### config.mk
export PLATFORM = sky130hd
export DESIGN_NAME = agu_stage
export DESIGN_NICKNAME = d
export VERILOG_FILES = /design/src/source/lsu_pkg.sv /design/src/source/agu_stage.sv
export SDC_FILE = /design/constraint.sdc
export NUM_CORES = 1
export LEC_CHECK = 0
export CORE_ASPECT_RATIO = 1.75
export CORE_UTILIZATION = 56
export CTS_BUF_LIST = sky130_fd_sc_hd__clkbuf_8
export CTS_CLUSTER_SIZE = 10
export DETAILED_ROUTE_END_ITERATION = 7
export DONT_BUFFER_PORTS = 1
export HOLD_SLACK_MARGIN = 0.02
export PLACE_DENSITY_LB_ADDON = 0.08
export SYNTH_ARGS = -nofsm -noshare
export SYNTH_HDL_FRONTEND = slang
export SYNTH_SLANG_ARGS = --single-unit
### constraint.sdc
create_clock -name clk -period 2.55 [get_ports clk]
set_input_delay 0.51 -clock clk [delete_from_list [all_inputs] [get_ports clk]]
set_output_delay 0.51 -clock clk [all_outputs]
set_load 0.005 [all_outputs]
### src/source/lsu_pkg.sv
// ~~~~~~~~~~~~~~~~~~~~~~~~~~~~~~~~~~~~~~~~~~~~~~~~~~~~~~~~~~~~~~~~~~~~~~~~~~
// lsu package
// shared word, strobe and funct3 types plus the bus state encoding.
// ~~~~~~~~~~~~~~~~~~~~~~~~~~~~~~~~~~~~~~~~~~~~~~~~~~~~~~~~~~~~~~~~~~~~~~~~~~

package lsu_pkg;

    // data or address word.
    typedef logic [31:0] word_t;

    // one enable bit per byte lane.
    typedef logic [3:0] wstrobe_t;

    // risc-v load/store width code.
    typedef logic [2:0] funct3_t;

    // width codes shared by loads and stores.
    localparam funct3_t FUNCT3_LB_SB = 3'd0;
    localparam funct3_t FUNCT3_LH_SH = 3'd1;
    localparam funct3_t FUNCT3_LW_SW = 3'd2;

    // unsigned variants, legal for loads only.
    localparam funct3_t FUNCT3_LBU = 3'd4;
    localparam funct3_t FUNCT3_LHU = 3'd5;

    // codes 3, 6 and 7 are left undefined and fault.

    // stage 2 bus sequencing.
    typedef enum logic [1:0] {
        IDLE,
        BUS,
        RESP
    } wb_state_t;

endpackage

### src/source/agu_stage.sv
// ~~~~~~~~~~~~~~~~~~~~~~~~~~~~~~~~~~~~~~~~~~~~~~~~~~~~~~~~~~~~~~~~~~~~~~~~~~
// address generation stage
// adds base and offset, flags bad accesses and holds one request.
// ~~~~~~~~~~~~~~~~~~~~~~~~~~~~~~~~~~~~~~~~~~~~~~~~~~~~~~~~~~~~~~~~~~~~~~~~~~
`timescale 1ns/1ns

module agu_stage (
    input  logic              clk,
    input  logic              rst_n,
    input  logic              req_valid,
    output logic              req_ready,
    input  logic              req_store,
    input  lsu_pkg::funct3_t  req_funct3,
    input  lsu_pkg::word_t    req_base,
    input  lsu_pkg::word_t    req_offset,
    input  lsu_pkg::word_t    req_store_data,
    output logic              s1_valid,
    input  logic              s1_ready,
    output logic              s1_store,
    output lsu_pkg::funct3_t  s1_funct3,
    output lsu_pkg::word_t    s1_addr,
    output lsu_pkg::word_t    s1_store_data,
    output logic              s1_fault
);

    lsu_pkg::word_t eff_addr;
    logic           fault;

    assign eff_addr = req_base + req_offset;

    // empty, or the held item leaves this cycle.
    assign req_ready = !s1_valid || s1_ready;

    always_comb begin
        case (req_funct3)
            lsu_pkg::FUNCT3_LB_SB: fault = 1'b0;
            lsu_pkg::FUNCT3_LH_SH: fault = eff_addr[0];
            lsu_pkg::FUNCT3_LW_SW: fault = eff_addr[1:0] != 2'b00;
            lsu_pkg::FUNCT3_LBU:   fault = req_store;
            lsu_pkg::FUNCT3_LHU:   fault = req_store || eff_addr[0];
            default:               fault = 1'b1;
        endcase
    end

    always_ff @(posedge clk) begin
        if (!rst_n) begin
            s1_valid <= 1'b0;
        end else if (req_ready) begin
            s1_valid <= req_valid;
        end
    end

    // request payload.
    always_ff @(posedge clk) begin
        if (req_valid && req_ready) begin
            s1_store      <= req_store;
            s1_funct3     <= req_funct3;
            s1_addr       <= eff_addr;
            s1_store_data <= req_store_data;
            s1_fault      <= fault;
        end
    end

    // a stalled request must hold its fields.
    a_req_held: assert property (@(posedge clk) disable iff (!rst_n)
        req_valid && !req_ready |=> req_valid && $stable(req_store)
            && $stable(req_funct3) && $stable(req_base) && $stable(req_offset)
            && $stable(req_store_data));

endmodule

==> impl_results.md <==
* Hold Crit Depth at 0
* Worst Path Arrival at 2.49 ns
* Slew margin rel. at 69.1%
* Routed Antenna Nets at 0
* Initial antenna violation count at 0
* Overflow left after global routing at 0
* Commonest cells in the netlist: 69 x edfxtp_1, 32 x a21oi_1, 31 x ha_1, 18 x xnor2_1, 17 x o21ai_0
* Maximum fanout along the worst path at 3
* Mapped Avg Cell Area at 11.8 um^2
* CP max stage cell: fa_2
* Final Non-Filler Cells at 471
* Layout cell share with drive strength beyond 1 at 17.8%
* Slew Limit Fails at 0
* Power density cells at 631 nW/um^2
* Die ar. at 7530 um^2
* Synth Area in Compound Gates at 18.5%
* RD Place Congestion at 0.828
* Synth area leaders: edfxtp_1 52%, ha_1 9.7%, a21oi_1 4.0%, xnor2_1 3.9%, o21ai_0 2.1%
* Clk root buf: clkbuf_8
* Fin crit period at 2.31 ns
* Hold crit path type: in -> reg
* Number of global-route vias before repair at 2949
* Busiest grt layer: met2
* CTS tree: built
* Initial Util at 58.2%
* Drt drc at 0
* Yosys warns at 0
* Synth Instances at 339
* Die width at 66.0 um
* Async SR Flop Fraction at 0%
* Most frequent cell after synthesis: edfxtp_1
* Levels on crit path at 9
* Vias at 3017
* Area leader, netlist: edfxtp_1
* Antenna cells at 0
* Seq. cell area at 2090 um^2
* Total power at 2910 uW
* Layout Nets at 519
* # IOs at 175
* Clock Latency Late Sink at 0.35 ns
* Core area at 6910 um^2
* WHS Endpoint: s1_store_data[1]
* Total CTS buffers at 9
* Die Y at 114 um
* DRT Pass-1 Iters at 4
* Tot GR Track Use at 27.4%
* Crit path launch type: primary input
* Largest net degree at the start of global routing at 70
* Post-Synth Adder-Cell Area at 10.2%
* Crit Path Category: in -> reg
* Largest stage delay on the critical path at 0.37 ns
* Required @ worst endpoint at 2.72 ns
* Max-cap violations at 0
* Fmax at 432 MHz
* Inst Count DP at 456
* Reg-to-reg endpoint: s1_store_data[29]
* Postcts setup bufs at 0
* R2R Path Start: s1_valid
* Vias per inst at 6.41
* Filler cell count at 509
* # port buffers at 0
* Met3 GRT Util at 4.20%
* Status: completed
* # setup viols final at 0
* RSZ-0062 raised after global routing: false
* Initial drt markers at 227
* Clock skew at 0.00863 ns
* Cts repair resizes at 0
* R2R cell count at 3
* Post-synth EDFFs at 69
* CP cell instances: ha_2, fa_2, a21o_1, a221oi_4, a211oi_2, buf_4, o211ai_1, a31oi_1, a211oi_1
* Hold Path Origin: req_store_data[1]
* DR WL/cell at 21.5 um
* Leak Pwr at 0.00176 uW
* Setup crit end kind: register
* FP Rows at 40
* CTS Buffer Depth at 2
* Final instance area at 4600 um^2
* Sequential fraction of the synthesis area at 52.1%
* Actual slew at the worst max-slew pin at 0.460 ns
* Met1 Use GR at 27.3%
* Placement Cell Area at 4440 um^2
* First-pass GRT wire length at 14.8 mm
* Drt total wl at 10.1 mm
* Setup slack, reg-to-reg at 1.22 ns
* Syn_nets at 475
* Main combinational cell family by area after synthesis: compound AO/OA/AOI/OAI gates
* Mapped Area at 4020 um^2
* Most used DFF post-synth: edfxtp_1
* Crit share post-route at 90.8%
* Hold Vio Cnt, Final at 0
* Mux share of post-synthesis cell area at 0.249%
* CTS clk-pin slew, worst paths at 0.08 ns
* Crit path buf inv count at 1
* VDD IR max at 0.343 mV
* Met2 GRT Util at 51.3%
* Clock sinks at 70
* Yosys top cell area share at 51.6%
* Flops & latches, synth at 70
* Unique masters post-synth at 60
* Area of the multi-input gates at 1900 um^2
* Area grow syn2layout at 14.6%
* Post-synthesis simple-gate area fraction at 11.5%
* Largest delay contributor family on the critical path: compound AO/OA/AOI/OAI gates
* Detailed placement HPWL at 8.19 mm
* Synth Area in XOR/XNOR at 5.89%
* Hold_buf cts at 0
* H-tree depth at 3
## final cells by class
type                    count  area share (%)
flip-flops and latches     70            45.4
multi-input cells         253            41.2
well taps                  84            2.28
clock inverters             6           0.870
clock buffers               9            2.69
repair buffers             40            6.80
inverters                   9           0.734
## power breakdown
group	total, uW	switching [uW]	internal, uW
Clock	765	421	345
Combinational	667	369	298
Sequential	1470	59.7	1410
Total	2910	850	2060
## placed cells by master, fill, tap and decap left out, types with 3 or more instances in the layout
cell type	Yosys	routed
nand3_1	12	12
xnor2_1	18	18
nand4_1	5	5
ha_1	31	30
inv_1	9	9
nor3_1	6	6
a221oi_1	3	3
a21oi_1	32	32
xor2_1	9	9
a21o_1	7	7
nand2b_1	4	4
o21bai_1	5	5
o21ai_0	17	17
o211ai_1	5	5
edfxtp_1	69	69
clkinv_2	0	3
a31oi_1	3	3
a211oi_1	8	8
buf_4	0	39
nor2_1	15	15
and3_1	7	7
nand2_1	15	15
nor4_1	3	3
clkbuf_8	0	9
o21a_1	3	3
and2_1	7	6
## registers in the layout, indices dropped and copies added (netlist names)
register       count
s1_addr           32
s1_fault           1
s1_funct3          3
s1_store           1
s1_store_data     32
s1_valid           1
## layer usage
metal  part of all wire (%)  wire (um)
met5                      0          0
met4                    4.5        458
met3                    6.0        610
met2                     56       5680
met1                     33       3360
## kinds of logic (layout without fill, tap and decap cells)
group / count (synthesis) / in the layout
AO/OA/AOI/OAI: 107 / 107
XOR/XNOR: 27 / 27
AND/OR/NAND/NOR: 86 / 86
buffers and inverters: 16 / 64
flip-flops: 70 / 70
adder cells (fa/ha/maj): 32 / 32
multiplexers: 1 / 1
## worst register-to-register path: stages (launching register included)
cell,delay [ns]
dfxtp_1,0.33
nand2b_1,0.13
and2_2,0.19
buf_12,0.31
## metrics by stage
step / hold WS [ns] / worst slack (ns) / TNS (ns) / utilization [%]
floorplan: 0.536 / -0.0747 / -0.0747 / -
global placement: 0.565 / -0.0429 / -0.0645 / 64.3
detailed placement: 0.598 / -0.113 / -0.257 / 64.3
CTS: 0.238 / 0.250 / 0 / 66.6
global route: 0.240 / 0.147 / 0 / 66.6
finish: 0.250 / 0.235 / 0 / 66.6
## how the worst max path moves through the flow
stage | end | startpoint
floorplan | s1_addr[28] | req_base[0]
global placement | s1_addr[28] | req_base[0]
detailed placement | s1_addr[28] | req_base[0]
CTS | s1_addr[28] | req_base[0]
global route | s1_addr[28] | req_base[0]
finish | s1_addr[28] | req_base[0]
Power figures use the tool's default switching activity.
