==> config.mk <==
export PLATFORM = sky130hd
export DESIGN_NAME = wb_access_stage
export DESIGN_NICKNAME = d
export VERILOG_FILES = /design/src/source/lsu_pkg.sv /design/src/source/wb_access_stage.sv
export SDC_FILE = /design/constraint.sdc
export NUM_CORES = 1
export LEC_CHECK = 0
export BUFFER_PORTS_ARGS = -buffer_cell sky130_fd_sc_hd__buf_2
export CAP_MARGIN = 15
export CORE_AREA = 3 3 81 83
export CTS_CLUSTER_DIAMETER = 150
export CTS_CLUSTER_SIZE = 40
export DETAILED_ROUTE_END_ITERATION = 6
export DIE_AREA = 0 0 84 86
export PLACE_DENSITY = 0.76
export SYNTH_ARGS = -nofsm -noshare
export SYNTH_HDL_FRONTEND = slang
export SYNTH_SLANG_ARGS = --single-unit
==> constraint.sdc <==
create_clock -name clk -period 2.9 [get_ports clk]
set_input_delay 0.87 -clock clk [delete_from_list [all_inputs] [get_ports clk]]
set_output_delay 0.87 -clock clk [all_outputs]
set_load 0.05 [all_outputs]
==> src/source/lsu_pkg.sv <==
// ~~~~~~~~~~~~~~~~~~~~~~~~~~~~~~~~~~~~~~~~~~~~~~~~~~~~~~~~~~~~~~~~~~~~~~~~~~
// lsu package
// shared word, strobe and funct3 types plus the bus state encoding.
// ~~~~~~~~~~~~~~~~~~~~~~~~~~~~~~~~~~~~~~~~~~~~~~~~~~~~~~~~~~~~~~~~~~~~~~~~~~

package lsu_pkg;

    // data or address word.
    typedef logic [31:0] word_t;

    // one enable bit per byte lane.
    typedef logic [3:0] wstrobe_t;

    // risc-v load/store width code.
    typedef logic [2:0] funct3_t;

    // width codes shared by loads and stores.
    localparam funct3_t FUNCT3_LB_SB = 3'd0;
    localparam funct3_t FUNCT3_LH_SH = 3'd1;
    localparam funct3_t FUNCT3_LW_SW = 3'd2;

    // unsigned variants, legal for loads only.
    localparam funct3_t FUNCT3_LBU = 3'd4;
    localparam funct3_t FUNCT3_LHU = 3'd5;

    // codes 3, 6 and 7 are left undefined and fault.

    // stage 2 bus sequencing.
    typedef enum logic [1:0] {
        IDLE,
        BUS,
        RESP
    } wb_state_t;

endpackage

==> src/source/wb_access_stage.sv <==
// ~~~~~~~~~~~~~~~~~~~~~~~~~~~~~~~~~~~~~~~~~~~~~~~~~~~~~~~~~~~~~~~~~~~~~~~~~~
// wishbone access stage
// runs one classic bus cycle per request and returns the response.
// ~~~~~~~~~~~~~~~~~~~~~~~~~~~~~~~~~~~~~~~~~~~~~~~~~~~~~~~~~~~~~~~~~~~~~~~~~~
`timescale 1ns/1ns

module wb_access_stage (
    input  logic              clk,
    input  logic              rst_n,
    input  logic              s1_valid,
    output logic              s1_ready,
    input  logic              s1_store,
    input  lsu_pkg::word_t    s1_addr,
    input  logic              s1_fault,
    input  lsu_pkg::wstrobe_t wstrobe,
    input  lsu_pkg::word_t    wdata,
    input  lsu_pkg::word_t    load_data,
    output logic              wb_cyc,
    output logic              wb_stb,
    output logic              wb_we,
    output lsu_pkg::word_t    wb_adr,
    output lsu_pkg::wstrobe_t wb_sel,
    output lsu_pkg::word_t    wb_dat_mosi,
    input  logic              wb_ack,
    output logic              rsp_valid,
    output logic              rsp_fault,
    output lsu_pkg::word_t    rsp_load_data
);

    lsu_pkg::wb_state_t state;
    lsu_pkg::wb_state_t state_next;
    logic               bus_done;

    // the item stays in stage 1 until the bus cycle ends,
    // so the formatter keeps seeing it.
    assign bus_done = (state == lsu_pkg::BUS) && wb_ack;
    assign s1_ready = bus_done || (state == lsu_pkg::RESP);

    always_comb begin
        state_next = state;
        case (state)
            lsu_pkg::IDLE: begin
                if (s1_valid) begin
                    state_next = s1_fault ? lsu_pkg::RESP : lsu_pkg::BUS;
                end
            end
            lsu_pkg::BUS: begin
                if (wb_ack) begin
                    state_next = lsu_pkg::IDLE;
                end
            end
            // fault response, no bus cycle.
            lsu_pkg::RESP: state_next = lsu_pkg::IDLE;
            default: state_next = lsu_pkg::IDLE;
        endcase
    end

    always_ff @(posedge clk) begin
        if (!rst_n) begin
            state     <= lsu_pkg::IDLE;
            rsp_valid <= 1'b0;
        end else begin
            state     <= state_next;
            rsp_valid <= s1_ready;
        end
    end

    // response payload.
    always_ff @(posedge clk) begin
        if (bus_done) begin
            rsp_fault     <= 1'b0;
            rsp_load_data <= s1_store ? '0 : load_data;
        end else if (state == lsu_pkg::RESP) begin
            rsp_fault     <= 1'b1;
            rsp_load_data <= '0;
        end
    end

    // cyc and stb move together.
    assign wb_cyc      = (state == lsu_pkg::BUS);
    assign wb_stb      = (state == lsu_pkg::BUS);
    assign wb_we       = (state == lsu_pkg::BUS) && s1_store;
    assign wb_adr      = {2'b00, s1_addr[31:2]};
    assign wb_sel      = s1_store ? wstrobe : 4'hf;
    assign wb_dat_mosi = wdata;

    // the bus cycle serves a held, legal item.
    a_bus_item_held: assert property (@(posedge clk) disable iff (!rst_n)
        wb_cyc |-> s1_valid && !s1_fault);

    // a legal store always touches a lane.
    a_write_has_sel: assert property (@(posedge clk) disable iff (!rst_n)
        wb_we |-> wb_sel != 4'h0);

endmodule
==> metrics.md <==
| Metric | Value |
|---|---|
| Biggest cell delay along the critical path | `0.29 ns` |
| CP max-delay cell | `buf_2` |
| Critical path peak fanout | `3` |
| Reg area | `1040 um^2` |
| Setup TNS Final | `0 ns` |
| CTS Sinks | `36` |
| Fin Hold WS | `0.458 ns` |
| Post-synthesis average cell area | `12.2 um^2` |
| Commonest non-fill, non-tap cells in the layout | `buf_2, and2_1, edfxtp_1, clkbuf_8` |
| Initial core utilization | `32.0%` |
| Period Utilization, post-route | `81.9%` |
| First-pass DRT Iterations | `4` |
| CTS tree | `yes` |
| Number of diodes | `0` |
| Iteration-0 DRC Markers | `17` |
| Critical Path AT | `1.51 ns` |
| Die area | `7220 um^2` |
| Largest family of logic cells by synthesized area | `buffers and inverters` |
| Fillcell total | `610` |
| WL per Instance | `15.1 um` |
| Final setup viols | `0` |
| Port buffer count | `83` |
| Critical Path Start Type | `primary input` |
| Worst path top cell family by delay | `buffers and inverters` |
| Max IR drop VDD | `207 uV` |
| Row count | `28` |
| Hold_buf cts | `0` |
| Largest net degree at the start of global routing | `33` |
| Worst Hold Launch | `rsp_fault$_SDFFE_PP0N_` |
| Worst path most repeated cell | `buf_2` |
| # IOs | `212` |
| Crit Path Class | `in -> out` |
| Mux cell area share after synthesis | `0%` |
| Final Hold Viols | `0` |
| Pwr Density | `532 nW/um^2` |
| WL final | `3.84 mm` |
| Setup crit end kind | `output pin` |
| Post-DP HPWL | `3.02 mm` |
| Synth Area in Simple Gates | `16.2%` |
| Vias per std cell | `4.18` |
| Share of cells above drive strength 1 | `50.0%` |
| Total of max-cap violations | `0` |
| Final Non-Filler Cells | `255` |
| Clock transition at path regs | `0.06 ns` |
| Clock Tree Buf Depth | `2` |
| Post-placement cell count | `248` |
| Global-route wire length before repair | `5.77 mm` |
| Hold WC Path Type | `reg -> reg` |
| Die Ht | `86 um` |
| H-Tree Depth | `2` |
| Vias in the first global route | `1055` |
| RSZ-0062 raised after global routing | `no` |
| Antenna Violating Nets Remaining | `0` |
| Layout Skew | `0.00547 ns` |
| Power Total | `1.05 mW` |
| Required time of the critical path | `2.03 ns` |
| CTS buffer count | `5` |
| Synth Area in Compound Gates | `1.06%` |
| Fmax | `421 MHz` |
| Worst skew pair latency | `0.27 ns` |
| Cells after Synth | `156` |
| XOR/XNOR Fraction of Synth Area | `0%` |
| Post-CTS setup buffer count | `0` |
| Status | `completed` |
| #FFs+latches synth | `36` |
| Drt drc | `0` |
| Area of the mapped netlist | `1900 um^2` |
| Grt ovf | `0` |
| Total GRT Usage | `10.5%` |
| Worst slack, placed | `0.509 ns` |
| Commonest non-fill, non-tap cell in the layout | `buf_2` |
| CP Buf/Inv Count | `2` |
| Lkg Pwr | `0.931 nW` |
| Sequential area share after synthesis | `54.9%` |
| Worst r2r src | `state[0]$_SDFFE_PN0P_` |
| CP Cell Sequence | `buf_2 -> nand3b_1 -> nand2_1 -> buf_2` |
| Final-report max-slew violation count | `0` |
| Final Wtd Congestion | `0.693` |
| Tmin final | `2.38 ns` |
| Die Span X | `84 um` |
| YS warnings | `0` |
| Multi-input logic area | `334 um^2` |
| CORE AREA | `5920 um^2` |
| Synth unique cells | `17` |
| PnR worst setup slack | `0.525 ns` |
| CP startpoint | `wb_ack` |
| Post-Synth Adder-Cell Area | `0%` |
| Area added between synthesis and finish | `3.96%` |
| Post-CTS Resized | `0` |
| Initial antenna violation count | `0` |
| Clk root buf | `clkbuf_8` |
| NumNets Final | `286` |
| DR vias | `1067` |
## kinds of logic after synthesis
family | after synthesis
compound gates | 3
flops | 36
other cells | 1
simple gates | 47
buf+inv | 69
## cells in the mapped netlist (all sizes together)
master	count	area, um^2
a21boi	2	15.0
a21oi	1	5.00
and2	33	206
and4bb	1	16.3
buf	68	522
conb	1	3.75
dfxtp	4	80.1
edfxtp	32	961
inv	1	3.75
nand2	2	7.51
nand2b	3	18.8
nand3b	1	7.51
nor2b	1	6.26
nor3	1	5.00
or2b	4	30.0
or3b	1	8.76
## sequential cells by signal, summed over array words and instances, names as in the netlist
signal,cells
rsp_load_data,32
state,2
rsp_fault,1
rsp_valid,1
## metrics by stage
step,utilization (%),instance area (um^2)
after floorplan,-,1900
after global placement,32.0,1900
after detailed placement,32.0,1900
after CTS,33.3,1970
after global routing,33.3,1970
final,33.3,1970
## power by group
group | internal [mW] | leakage, nW | switching, mW
clock | 0.158 | 0.0391 | 0.154
combinational | 0.0426 | 0.522 | 0.109
sequential | 0.580 | 0.371 | 0.00541
## path summary, 6_finish.rpt
path	end	slack, ns	cells after the start
min reg2reg	rsp_fault$_SDFFE_PP0N_	0.46	2
min	rsp_fault$_SDFFE_PP0N_	0.46	2
max reg2reg	rsp_load_data[1]$_SDFFCE_PP0P_	1.48	3
max	s1_ready	0.52	4
## worst reg2reg max path: stages, from the launching register on
cell      delay [ns]
dfxtp_1         0.41
nand3b_1        0.14
nand2_1         0.14
buf_4           0.38
## area by class of cell
| type | instances | share of cell area [%] |
|---|---|---|
| Clock buffer | 5 | 3.49 |
| Clock inverter | 2 | 0.381 |
| Inverter | 1 | 0.190 |
| Multi-Input combinational cell | 52 | 16.9 |
| Sequential cell | 36 | 52.8 |
| Tap cell | 75 | 4.76 |
| Timing Repair Buffer | 84 | 21.4 |
## routing by layer
| layer | part of all wire [%] | up-vias | GRT usage (%) |
|---|---|---|---|
| li1 | - | 485 | - |
| met1 | 32 | 453 | 9.69 |
| met2 | 42 | 90 | 14.8 |
| met3 | 20 | 39 | 8.45 |
| met4 | 6.3 | 0 | 9.21 |
| met5 | 0 | - | 0 |
No activity file was read; power rests on OpenSTA's default activity.
