File: config.mk
export PLATFORM = sky130hd
export DESIGN_NAME = load_store_unit
export DESIGN_NICKNAME = d
export VERILOG_FILES = /design/src/source/lsu_pkg.sv /design/src/source/load_store_unit.sv
export SDC_FILE = /design/constraint.sdc
export NUM_CORES = 1
export LEC_CHECK = 0
export BUFFER_PORTS_ARGS = -buffer_cell sky130_fd_sc_hd__clkbuf_2
export CORE_MARGIN = 4
export CORE_UTILIZATION = 35
export DETAILED_ROUTE_END_ITERATION = 10
export GPL_TIMING_DRIVEN = 0
export PLACE_DENSITY = 0.83
export SYNTH_ARGS = -nofsm -noshare
export SYNTH_HDL_FRONTEND = slang
export SYNTH_SLANG_ARGS = --single-unit
export TNS_END_PERCENT = 1
File: constraint.sdc
create_clock -name vclk -period 3.45
set_clock_uncertainty 0.1 [all_clocks]
set_input_delay 0.69 -clock vclk [all_inputs]
set_output_delay 0.69 -clock vclk [all_outputs]
set_load 0.005 [all_outputs]
File: src/source/lsu_pkg.sv
// ~~~~~~~~~~~~~~~~~~~~~~~~~~~~~~~~~~~~~~~~~~~~~~~~~~~~~~~~~~~~~~~~~~~~~~~~~~
// lsu package
// shared word, strobe and funct3 types plus the bus state encoding.
// ~~~~~~~~~~~~~~~~~~~~~~~~~~~~~~~~~~~~~~~~~~~~~~~~~~~~~~~~~~~~~~~~~~~~~~~~~~

package lsu_pkg;

    // data or address word.
    typedef logic [31:0] word_t;

    // one enable bit per byte lane.
    typedef logic [3:0] wstrobe_t;

    // risc-v load/store width code.
    typedef logic [2:0] funct3_t;

    // width codes shared by loads and stores.
    localparam funct3_t FUNCT3_LB_SB = 3'd0;
    localparam funct3_t FUNCT3_LH_SH = 3'd1;
    localparam funct3_t FUNCT3_LW_SW = 3'd2;

    // unsigned variants, legal for loads only.
    localparam funct3_t FUNCT3_LBU = 3'd4;
    localparam funct3_t FUNCT3_LHU = 3'd5;

    // codes 3, 6 and 7 are left undefined and fault.

    // stage 2 bus sequencing.
    typedef enum logic [1:0] {
        IDLE,
        BUS,
        RESP
    } wb_state_t;

endpackage

File: src/source/load_store_unit.sv
// ~~~~~~~~~~~~~~~~~~~~~~~~~~~~~~~~~~~~~~~~~~~~~~~~~~~~~~~~~~~~~~~~~~~~~~~~~~
// load/store formatter
// builds write strobes and lane data, extracts and extends load data.
// ~~~~~~~~~~~~~~~~~~~~~~~~~~~~~~~~~~~~~~~~~~~~~~~~~~~~~~~~~~~~~~~~~~~~~~~~~~
`timescale 1ns/1ns

module load_store_unit (
    input  lsu_pkg::funct3_t  funct3,
    input  lsu_pkg::word_t    address,
    input  logic              store_enable,
    input  lsu_pkg::word_t    store_data,
    output lsu_pkg::wstrobe_t wstrobe,
    output lsu_pkg::word_t    wdata,
    input  lsu_pkg::word_t    rdata,
    output lsu_pkg::word_t    load_data
);

    logic [2:0]  size;
    logic [1:0]  align;
    logic [15:0] rdata_half;
    logic [7:0]  rdata_byte;

    assign align = address[1:0];

    // access size in bytes, store data copied to every lane it may hit.
    always_comb begin
        case (funct3)
            lsu_pkg::FUNCT3_LB_SB, lsu_pkg::FUNCT3_LBU: begin
                size  = 3'd1;
                wdata = {4{store_data[7:0]}};
            end
            lsu_pkg::FUNCT3_LH_SH, lsu_pkg::FUNCT3_LHU: begin
                size  = 3'd2;
                wdata = {2{store_data[15:0]}};
            end
            lsu_pkg::FUNCT3_LW_SW: begin
                size  = 3'd4;
                wdata = store_data;
            end
            default: begin
                size  = 3'd0;
                wdata = store_data;
            end
        endcase
    end

    // lanes align through align + size - 1.
    always_comb begin
        for (int i = 0; i < 4; i++) begin
            wstrobe[i] = store_enable && (i >= align) && (i < align + size);
        end
    end

    assign rdata_half = align[1] ? rdata[31:16] : rdata[15:0];
    assign rdata_byte = rdata[8 * align +: 8];

    always_comb begin
        case (funct3)
            lsu_pkg::FUNCT3_LB_SB: load_data = {{24{rdata_byte[7]}}, rdata_byte};
            lsu_pkg::FUNCT3_LBU:   load_data = {24'd0, rdata_byte};
            lsu_pkg::FUNCT3_LH_SH: load_data = {{16{rdata_half[15]}}, rdata_half};
            lsu_pkg::FUNCT3_LHU:   load_data = {16'd0, rdata_half};
            default:               load_data = rdata;
        endcase
    end

endmodule

==> results.json <==
{
  "place.detailed.instances": 398,
  "setup_ws_ns": 0.238,
  "gr-usage-all-layers_pct": 22.4,
  "grt_pass1_wl_mm": 9.91,
  "layout_worst_path_cycle_share_pct": 93.1,
  "outcome": "complete, no violations",
  "yosys_warnings": 0,
  "worst_hold_path_type": "input port to output pin",
  "grt_max_degree": 11,
  "comb_power_share_pct": 100.0,
  "yosysUniqueCellTypes": 40,
  "synthesis.nets": 314,
  "power.internal_mw": 0.158,
  "clock_buffers": 0,
  "worst_path_largest_cell_delay_ns": 0.43,
  "synth_top_area_share_pct": 12.8,
  "firstDrtPassIters": 5,
  "ff_latch_area_um2": 0,
  "static-leakage-power_nw": 1.24,
  "rsz0062_at_grt": "false",
  "post_route_cells_drive_above_1_share_pct": 55.0,
  "critical-path-slowest-cell": "sky130_fd_sc_hd__fa_1",
  "first_global_vias": 2175,
  "num_antenna_cells": 0,
  "fmaxAchievable_mhz": 311,
  "crit_start": "funct3[1]",
  "total_standard_cell_area_after_synthesis_um2": 1490,
  "setup-tns-final_ns": 0,
  "floorplan.io_pins": 168,
  "detailroute.via_count": 2192,
  "fp.dieW_um": 73.3,
  "area.growth.synth_to_final_pct": 50.2,
  "number_of_antenna_violations_at_the_first_check_in_global_routing": 0,
  "worstPathRequired_ns": 2.66,
  "post-route-drc-count": 0,
  "power.share.clock_pct": 0,
  "start_util_pct": 36.8,
  "worst_slew_pin_tran_ns": 0.531,
  "finalHoldViolCount": 0,
  "syn_inst": 211,
  "power-per-cell-area_nw_per_um2": 139,
  "irDropWorstVdd_uv": 54.8,
  "finish.net_count": 452,
  "avgSynthCellArea_um2": 7.07,
  "timing.max_cap.violations": 0,
  "chipHeight_um": 73.3,
  "std_cell_rows": 23,
  "holdWs_ns": 1.57,
  "worstSetupStartpointType": "input port",
  "critical_path.endpoint_type": "output pin",
  "max_slew_margin_pct": 64.5,
  "postRouteWirelength_mm": 6.25,
  "design.die.area_um2": 5370,
  "worst_setup_path_endpoint": "wstrobe[0]",
  "netlist_top_cells_area": "sky130_fd_sc_hd__mux2_2 13%, sky130_fd_sc_hd__a21oi_1 11%, sky130_fd_sc_hd__mux2i_1 8.7%",
  "cts_stage_hold_buffer_count": 0,
  "worstSetupPathType": "input port to output pin",
  "fin_crit_ns": 3.21,
  "wire_per_inst_um": 15.7,
  "maxSlewViolCount": 0,
  "detailedRoute.firstIterationViolations": 67,
  "antenna_violating_nets_post_route": 0,
  "core_region_area_um2": 4060,
  "globalplace.congestion": 0.873,
  "p_sw_mw": 0.155,
  "yosys.area.top_type": "sky130_fd_sc_hd__mux2_2",
  "hpwlAfterDp_mm": 5.23,
  "layoutNonFillerInstCount": 397,
  "finalSetupViolCount": 0,
  "vias_per_cell": 5.52,
  "worstPathCellList": "clkbuf_2 > buf_4 > buf_2 > nor2b_1 > fa_1 > nand2b_1 > o21ai_1 > a311oi_1 > clkbuf_2",
  "port_buffers": 137,
  "switching_share_pct": 49.6,
  "overflow": 0,
  "worstPathMaxFanout": 10,
  "crit_arrival_ns": 2.42,
  "cpMostUsedCell": "sky130_fd_sc_hd__clkbuf_2",
  "numSequentialCells": 0,
  "seqPwrFrac_pct": 0,
  "pre_cts_ws_ns": 0.0411,
  "share_of_synthesized_area_occupied_by_flip_flops_and_latches_pct": 0
}
-- kinds of logic after synthesis --
logic type,Yosys count,share of synthesized area [%]
adder cells (fa/ha/maj),3,3.02
buffers and inverters,32,14.1
AND/OR/NAND/NOR,67,26.8
AO/OA/AOI/OAI,75,30.5
multiplexers,34,25.6
-- routing by layer --
layer  vias to the layer above  GRT usage [%]  share of wire (%)
met5                         -              0                  0
met4                         0           5.23                1.6
met3                        10           3.56                 11
met2                       135           41.8                 49
met1                       994           26.6                 39
li1                       1053              -                  -
-- final cells by class --
| type | count | area (um2) |
|---|---|---|
| fillers | 416 | 1820 |
| multi-input cells | 179 | 1290 |
| repair buffers | 137 | 686 |
| plain buffers | 26 | 188 |
| well taps | 50 | 62.6 |
| inverters | 5 | 18.8 |
-- Yosys cell counts, types with 2 or more instances --
library cell,count
sky130_fd_sc_hd__a21oi_1,32
sky130_fd_sc_hd__o21ai_0,22
sky130_fd_sc_hd__nand2_1,19
sky130_fd_sc_hd__mux2_2,17
sky130_fd_sc_hd__nor2b_1,14
sky130_fd_sc_hd__mux2i_1,13
sky130_fd_sc_hd__buf_4,11
sky130_fd_sc_hd__nand3_1,8
sky130_fd_sc_hd__and3b_1,7
sky130_fd_sc_hd__buf_2,7
sky130_fd_sc_hd__a222oi_1,5
sky130_fd_sc_hd__inv_1,5
sky130_fd_sc_hd__nand2b_1,5
sky130_fd_sc_hd__buf_6,4
sky130_fd_sc_hd__clkbuf_1,4
sky130_fd_sc_hd__mux2_4,4
sky130_fd_sc_hd__a21oi_2,2
sky130_fd_sc_hd__a221o_1,2
sky130_fd_sc_hd__a22o_1,2
sky130_fd_sc_hd__a31oi_1,2
sky130_fd_sc_hd__ha_1,2
sky130_fd_sc_hd__nand3b_1,2
sky130_fd_sc_hd__nor2_1,2
sky130_fd_sc_hd__nor2_2,2
sky130_fd_sc_hd__o21ai_1,2
sky130_fd_sc_hd__o22ai_1,2
-- placed cells by master, fill, tap and decap left out, types with 2 or more instances in the layout --
master	synthesis	routed
sky130_fd_sc_hd__clkbuf_2	0	137
sky130_fd_sc_hd__a21oi_1	32	32
sky130_fd_sc_hd__o21ai_0	22	22
sky130_fd_sc_hd__nand2_1	19	19
sky130_fd_sc_hd__mux2_2	17	17
sky130_fd_sc_hd__nor2b_1	14	14
sky130_fd_sc_hd__mux2i_1	13	13
sky130_fd_sc_hd__buf_4	11	11
sky130_fd_sc_hd__nand3_1	8	8
sky130_fd_sc_hd__buf_2	7	7
sky130_fd_sc_hd__and3b_1	7	7
sky130_fd_sc_hd__nand2b_1	5	5
sky130_fd_sc_hd__a222oi_1	5	5
sky130_fd_sc_hd__inv_1	5	5
sky130_fd_sc_hd__buf_6	4	4
sky130_fd_sc_hd__mux2_4	4	4
sky130_fd_sc_hd__clkbuf_1	4	3
sky130_fd_sc_hd__a21oi_2	2	2
sky130_fd_sc_hd__nor2_1	2	2
sky130_fd_sc_hd__o22ai_1	2	2
sky130_fd_sc_hd__nand3b_1	2	2
sky130_fd_sc_hd__a22o_1	2	2
sky130_fd_sc_hd__a221o_1	2	2
sky130_fd_sc_hd__o21ai_1	2	2
sky130_fd_sc_hd__a31oi_1	2	2
sky130_fd_sc_hd__ha_1	2	2
-- worst max-delay path, delay by kind of cell --
family,cells,cell delay (ns)
buf+inv,4,0.73
fa+ha+maj,1,0.43
compound gates,2,0.37
simple gates,2,0.21
-- worst min-delay path by stage --
stage	start	endpoint	slack (ns)	depth (start not counted)
after floorplan	store_enable	wstrobe[2]	1.35	2
after global placement	store_enable	wstrobe[2]	1.56	4
after detailed placement	store_enable	wstrobe[2]	1.56	4
after CTS	store_enable	wstrobe[2]	1.57	4
after global routing	store_enable	wstrobe[2]	1.59	4
final	store_enable	wstrobe[2]	1.57	4
-- per-stage QoR --
step	instance area [um2]	power [mW]	utilization [%]
after detailed placement	2240	0.313	55.2
after floorplan	1490	0.165	-
after CTS	2240	0.314	55.2
final	2240	0.312	55.3
after global placement	2240	0.307	55.2
after global routing	2240	0.347	55.3
-- power by group through the flow --
stage          Clock, mW  Sequential (mW)  Combinational, mW
2_1_floorplan          0                0              0.165
3_3_place_gp           0                0              0.307
3_5_place_dp           0                0              0.313
4_1_cts                0                0              0.314
5_1_grt                0                0              0.347
6_report               0                0              0.312
-- repair_timing --
| action | in CTS | in global routing |
|---|---|---|
| gates resized for setup | 0 | 1 |
| setup endpoints to repair | 0 | 4 |
| buffers inserted | 0 | 0 |
Power figures use the tool's default switching activity.
